**config.mk**
```make
export PLATFORM = sky130hd
export DESIGN_NAME = spi_config_regs
export DESIGN_NICKNAME = d
export VERILOG_FILES = /design/src/source/regmap_pkg.sv /design/src/source/spi_config_regs.sv
export VERILOG_INCLUDE_DIRS = /design/src /design/src/include
export SDC_FILE = /design/constraint.sdc
export NUM_CORES = 1
export LEC_CHECK = 0
export ABC_AREA = 1
export BUFFER_PORTS_ARGS = -buffer_cell sky130_fd_sc_hd__buf_2
export CAP_MARGIN = 15
export CORE_MARGIN = 8
export CORE_UTILIZATION = 55
export CTS_CLUSTER_DIAMETER = 150
export DETAILED_ROUTE_END_ITERATION = 7
export GPL_ROUTABILITY_DRIVEN = 0
export PLACE_DENSITY = 0.73
export SYNTH_ARGS = -nofsm -noshare
export SYNTH_HDL_FRONTEND = slang
export SYNTH_SLANG_ARGS = --single-unit
```
**constraint.sdc**
```tcl
create_clock -name clk -period 2.3 [get_ports clk]
set_input_delay 0.115 -clock clk [delete_from_list [all_inputs] [get_ports clk]]
set_output_delay 0.115 -clock clk [all_outputs]
set_load 0.01 [all_outputs]
```
**src/include/rgmii_hw_test_config.svh**
```systemverilog
/*
 * RGMII link test configuration
 * Frame framing constants, counter width and register count
 */
`ifndef RGMII_HW_TEST_CONFIG_SVH
`define RGMII_HW_TEST_CONFIG_SVH

// Ethernet framing
`define PREAMBLE_LEN 7
`define PREAMBLE_BYTE 8'h55
`define SFD_BYTE 8'hD5

// Width of the good and bad frame counters
`define FRAME_COUNT_WIDTH 16

// Number of configuration registers
`define NUM_REGS 4

`endif

```
**src/source/regmap_pkg.sv**
```systemverilog
/*
 * Register map of the SPI configuration block
 */
package regmap_pkg;

	typedef logic [7:0] reg_addr_t;
	typedef logic [7:0] reg_data_t;

	// Register addresses
	localparam reg_addr_t ADDR_CTRL        = 8'd0;
	localparam reg_addr_t ADDR_PAYLOAD_LEN = 8'd1;
	localparam reg_addr_t ADDR_GAP_LEN     = 8'd2;
	localparam reg_addr_t ADDR_START_BYTE  = 8'd3;

	// Control register bits
	localparam int CTRL_GEN_EN  = 0;
	localparam int CTRL_PHY_RUN = 1;

	// Smallest usable lengths
	localparam reg_data_t PAYLOAD_MIN = 8'd1;
	localparam reg_data_t GAP_MIN     = 8'd12;

endpackage

```
**src/source/spi_config_regs.sv**
```systemverilog
/*
 * SPI configuration registers
 * Write-only 16-bit slave, address byte then data byte
 */
`timescale 1ns/1ps
`include "rgmii_hw_test_config.svh"

module spi_config_regs (
	input  logic                  clk,
	input  logic                  rst_n,
	input  logic                  sclk,
	input  logic                  csb,
	input  logic                  mosi,
	output logic                  gen_en,
	output logic                  phy_run,
	output regmap_pkg::reg_data_t payload_len,
	output regmap_pkg::reg_data_t gap_len,
	output regmap_pkg::reg_data_t start_byte
);
	import regmap_pkg::*;

	logic sclk_meta, sclk_s, sclk_d;
	logic csb_meta, csb_s, csb_d;
	logic mosi_meta, mosi_s;
	logic sclk_rise, csb_rise;
	logic [15:0] shift_q;
	logic [4:0] bit_cnt;
	logic wr_pend;
	reg_addr_t wr_addr;
	reg_data_t ctrl_q, payload_q, gap_q, start_q;

	// Pin synchronizers, CSB idles high
	always_ff @(posedge clk or negedge rst_n) begin
		if (!rst_n) begin
			{sclk_meta, sclk_s, sclk_d} <= 3'b000;
			{csb_meta, csb_s, csb_d} <= 3'b111;
			{mosi_meta, mosi_s} <= 2'b00;
		end else begin
			{sclk_meta, sclk_s, sclk_d} <= {sclk, sclk_meta, sclk_s};
			{csb_meta, csb_s, csb_d} <= {csb, csb_meta, csb_s};
			{mosi_meta, mosi_s} <= {mosi, mosi_meta};
		end
	end

	assign sclk_rise = sclk_s & ~sclk_d;
	assign csb_rise = csb_s & ~csb_d;

	always_ff @(posedge clk) begin
		if (!csb_s && sclk_rise)
			shift_q <= {shift_q[14:0], mosi_s};
	end

	// Bit count saturates so long transfers never look like 16 bits
	always_ff @(posedge clk or negedge rst_n) begin
		if (!rst_n) begin
			bit_cnt <= 5'd0;
			wr_pend <= 1'b0;
		end else begin
			if (csb_s)
				bit_cnt <= 5'd0;
			else if (sclk_rise && bit_cnt != 5'd31)
				bit_cnt <= bit_cnt + 5'd1;
			wr_pend <= csb_rise && (bit_cnt == 5'd16);
		end
	end

	assign wr_addr = shift_q[15:8];

	always_ff @(posedge clk or negedge rst_n) begin
		if (!rst_n) begin
			ctrl_q <= '0;
			payload_q <= '0;
			gap_q <= '0;
			start_q <= '0;
		end else if (wr_pend && wr_addr < reg_addr_t'(`NUM_REGS)) begin
			case (wr_addr)
				ADDR_CTRL:        ctrl_q <= shift_q[7:0];
				ADDR_PAYLOAD_LEN: payload_q <= shift_q[7:0];
				ADDR_GAP_LEN:     gap_q <= shift_q[7:0];
				ADDR_START_BYTE:  start_q <= shift_q[7:0];
				default: ;
			endcase
		end
	end

	assign gen_en = ctrl_q[CTRL_GEN_EN];
	assign phy_run = ctrl_q[CTRL_PHY_RUN];
	// Length floors
	assign payload_len = (payload_q == '0) ? PAYLOAD_MIN : payload_q;
	assign gap_len = (gap_q < GAP_MIN) ? GAP_MIN : gap_q;
	assign start_byte = start_q;

endmodule
```
==> impl_metrics.ini <==
[die]
dieArea_sq_um = 6440
dieWidth_um = 80.2
io_pins = 31
die_y_um = 80.2
core-area_sq_um = 4000
rows = 23
start_util_pct = 56.7

[clock_tree]
clockBufferDepth = 2
clock_latency_ns = 0.30
clock-sinks = 56
tritoncts = yes
clockRootBuffer = clkbuf_8
cts_buffers = 5
path_clk_slew_ns = 0.09
h-tree-depth = 2

[power]
seq_power_share_pct = 66.0
comb_power_share_pct = 3.0
p_int_mw = 1.27
power.density_nw_per_um2 = 626
ir_drop_v = 0.000505
p_sw_mw = 0.323
clkPwrFrac_pct = 31.0
p_leak_nw = 1.28
sw_frac_of_total_pct = 20.2

[job]
cap_viol_max_count = 0

[logic_synthesis]
yosys.area_share.adder_pct = 1.65
synth-compound-area-share_pct = 1.99
synth_top_cell_by_area = dfrtp_1
synth_xor_area_share_pct = 0
synth_top_family_by_area = simple AND/OR/NAND/NOR gates
synthMuxAreaShare_pct = 0
synth_top_area_share_pct = 40.8
ys_seq_area_share_pct = 65.5
synth_warnings = 0
synth_area_leaders = dfrtp_1 (41%), edfxtp_1 (21%), nand2_1 (11%), nand3_1 (7.1%), dfstp_2 (3.5%)
synthCells = 219
synth_area_sq_um = 2270
synth_fp_nets = 227
syn_avg_cell_area_sq_um = 10.4
yosys.cell_types.count = 23
ys_ff_latch = 56
synth-simple-area-share_pct = 25.1

[route]
dr.pass1.iters = 5
vias = 1561
drcViolationCount = 0
routed_wl_um = 4090
wire_per_inst_um = 13.7
avgViaCountPerCell = 5.22
drt_first_iter_violations = 128
drt.antenna.violating_nets = 0

[timing]
fin_crit_sh_pct = 70.4
fin_setup_tns_ns = 0
final-setup-viol-count = 0
final.setup_skew_ns = 0.00734
min_period_ns = 1.62
rsz0062_at_grt = false
hold_violations = 0
max_slew_margin_pct = 42.1
worstMarginPinSlew_ns = 0.869
fmax_mhz = 617
drv_slew = 0

[global_route]
antenna_found_initial = 0
globalRouteTotalUtil_pct = 14.1
grt_pass1_vias = 1577
grt_max_degree = 41
grt.overflow.total = 0
grt_pass1_wl_um = 7100

[finish]
syn2layout_area_growth_pct = 12.2
finalNetCount = 256
drive_gt1_share_pct = 19.3
antenna_cells = 0
mostFrequentLayoutCells = nand2_1 (65), dfrtp_1 (37), nand3_1 (32)
final_common_cell = nand2_1
final_util_pct = 63.6

[setup_path]
critical_path.endpoint_type = flop
critPathArrivalTime_ns = 1.81
max_stage_delay_ns = 0.40
path_common_cell = nor2_1
slowest_stage = dfrtp_1
start_kind = flop
path_max_fanout = 6
cp_top_family = simple AND/OR/NAND/NOR gates
crit_chain = ha_1 -> nand2_1 -> nor2_1 -> ha_1 -> nor2_1 -> nand3_1 -> nand2_1 -> nor2_1
critical_path_class = reg -> reg
path_buf_inv = 0
crit_required_ns = 2.49

[run_status]
run_status = completed

[hold_path]
hold_class = reg -> reg

[placement]
portBuffers = 30
dpl.hpwl_um = 2890
==> logic make-up (layout without fill, tap and decap cells) <==
kind of cell             Yosys count  count (layout)
AND/OR/NAND/NOR                  121             121
adder cells (fa/ha/maj)            3               3
flip-flops                        56              56
AO/OA/AOI/OAI                      8               8
buffers and inverters             31              61
==> worst register-to-register path, cell delays in order (launching register included) <==
cell and delay, ns:
dfrtp_1 0.40, ha_1 0.22, nand2_1 0.09, nor2_1 0.06
ha_1 0.19, nor2_1 0.33, nand3_1 0.12, nand2_1 0.08
nor2_1 0.04
==> power by group through the flow <==
stage / sequential (mW) / combinational [mW] / clock [mW]
floorplan: 1.07 / 0.0197 / 0
global placement: 1.07 / 0.0423 / 0
detailed placement: 1.07 / 0.0435 / 0
CTS: 1.05 / 0.0490 / 0.509
global route: 1.06 / 0.0554 / 0.542
finish: 1.05 / 0.0474 / 0.494
==> per-stage QoR <==
| step | setup slack [ns] | cell area [sq um] | power, mW | hold slack, ns | instances |
|---|---|---|---|---|---|
| 2_1_floorplan | 0.756 | 2270 | 1.09 | -0.181 | 219 |
| 3_3_place_gp | 0.796 | 2420 | 1.11 | 0.220 | 287 |
| 3_5_place_dp | 0.699 | 2420 | 1.12 | 0.222 | 287 |
| 4_1_cts | 0.689 | 2540 | 1.61 | 0.360 | 299 |
| 5_1_grt | 0.566 | 2540 | 1.65 | 0.363 | 299 |
| 6_report | 0.680 | 2540 | 1.59 | 0.358 | 299 |
==> final cells by class <==
class,instances,area (sq um)
fill,343,1460
tap,50,62.6
clock buffer,8,80.1
sequential,56,1490
multi-input combinational,132,652
timing repair buffer,35,198
inverter,18,67.6
==> worst paths after layout <==
check / slack (ns) / startpoint / end / depth (start not counted)
setup / recovery: 0.68 / bit_cnt[0] / bit_cnt[3] / 8
hold / removal: 0.36 / mosi_meta / mosi_s / 0
setup reg to reg: 0.68 / bit_cnt[0] / bit_cnt[3] / 8
hold reg to reg: 0.36 / mosi_meta / mosi_s / 0
max in group asynchronous: 1.28 / rst_n / ctrl_q[0] / 2
min in group asynchronous: 0.46 / rst_n / gap_q[2] / 2
==> repair_timing <==
item | 4_1_cts | 5_1_grt
buffers inserted | 0 | 0
endpoints found under the hold margin | 40 | 0
hold buffers | 4 | 0
gates resized for setup | 0 | 0
==> Yosys cell counts <==
| master | count |
|---|---|
| a21oi_1 | 2 |
| buf_6 | 2 |
| clkbuf_1 | 11 |
| clkinv_1 | 1 |
| dfrtp_1 | 37 |
| dfstp_2 | 3 |
| edfxtp_1 | 16 |
| ha_1 | 3 |
| inv_1 | 16 |
| inv_2 | 1 |
| nand2_1 | 65 |
| nand3_1 | 32 |
| nand3_2 | 1 |
| nand3_4 | 2 |
| nand3b_1 | 1 |
| nand4_1 | 1 |
| nor2_1 | 12 |
| nor2_4 | 4 |
| nor3_1 | 2 |
| o211ai_1 | 1 |
| o21ai_0 | 4 |
| o21bai_1 | 1 |
| or2_2 | 1 |
==> layer usage <==
layer | vias up | GRT usage [%] | part of all wire (%)
met1 | 759 | 17.0 | 45
met5 | - | 0 | 0
met2 | 33 | 23.1 | 47
met4 | 0 | 4.73 | 1.8
met3 | 7 | 4.58 | 5.4
li1 | 762 | - | -
==> flip-flops by register name (all words and copies together), names as in the netlist <==
signal,flops
wr_pend,1
mosi_s,1
mosi_meta,1
payload_q,8
gap_q,8
csb_d,1
sclk_d,1
bit_cnt,5
sclk_s,1
ctrl_q,2
csb_meta,1
csb_s,1
start_byte,8
shift_q,16
sclk_meta,1
No activity file was read; power rests on OpenSTA's default activity.
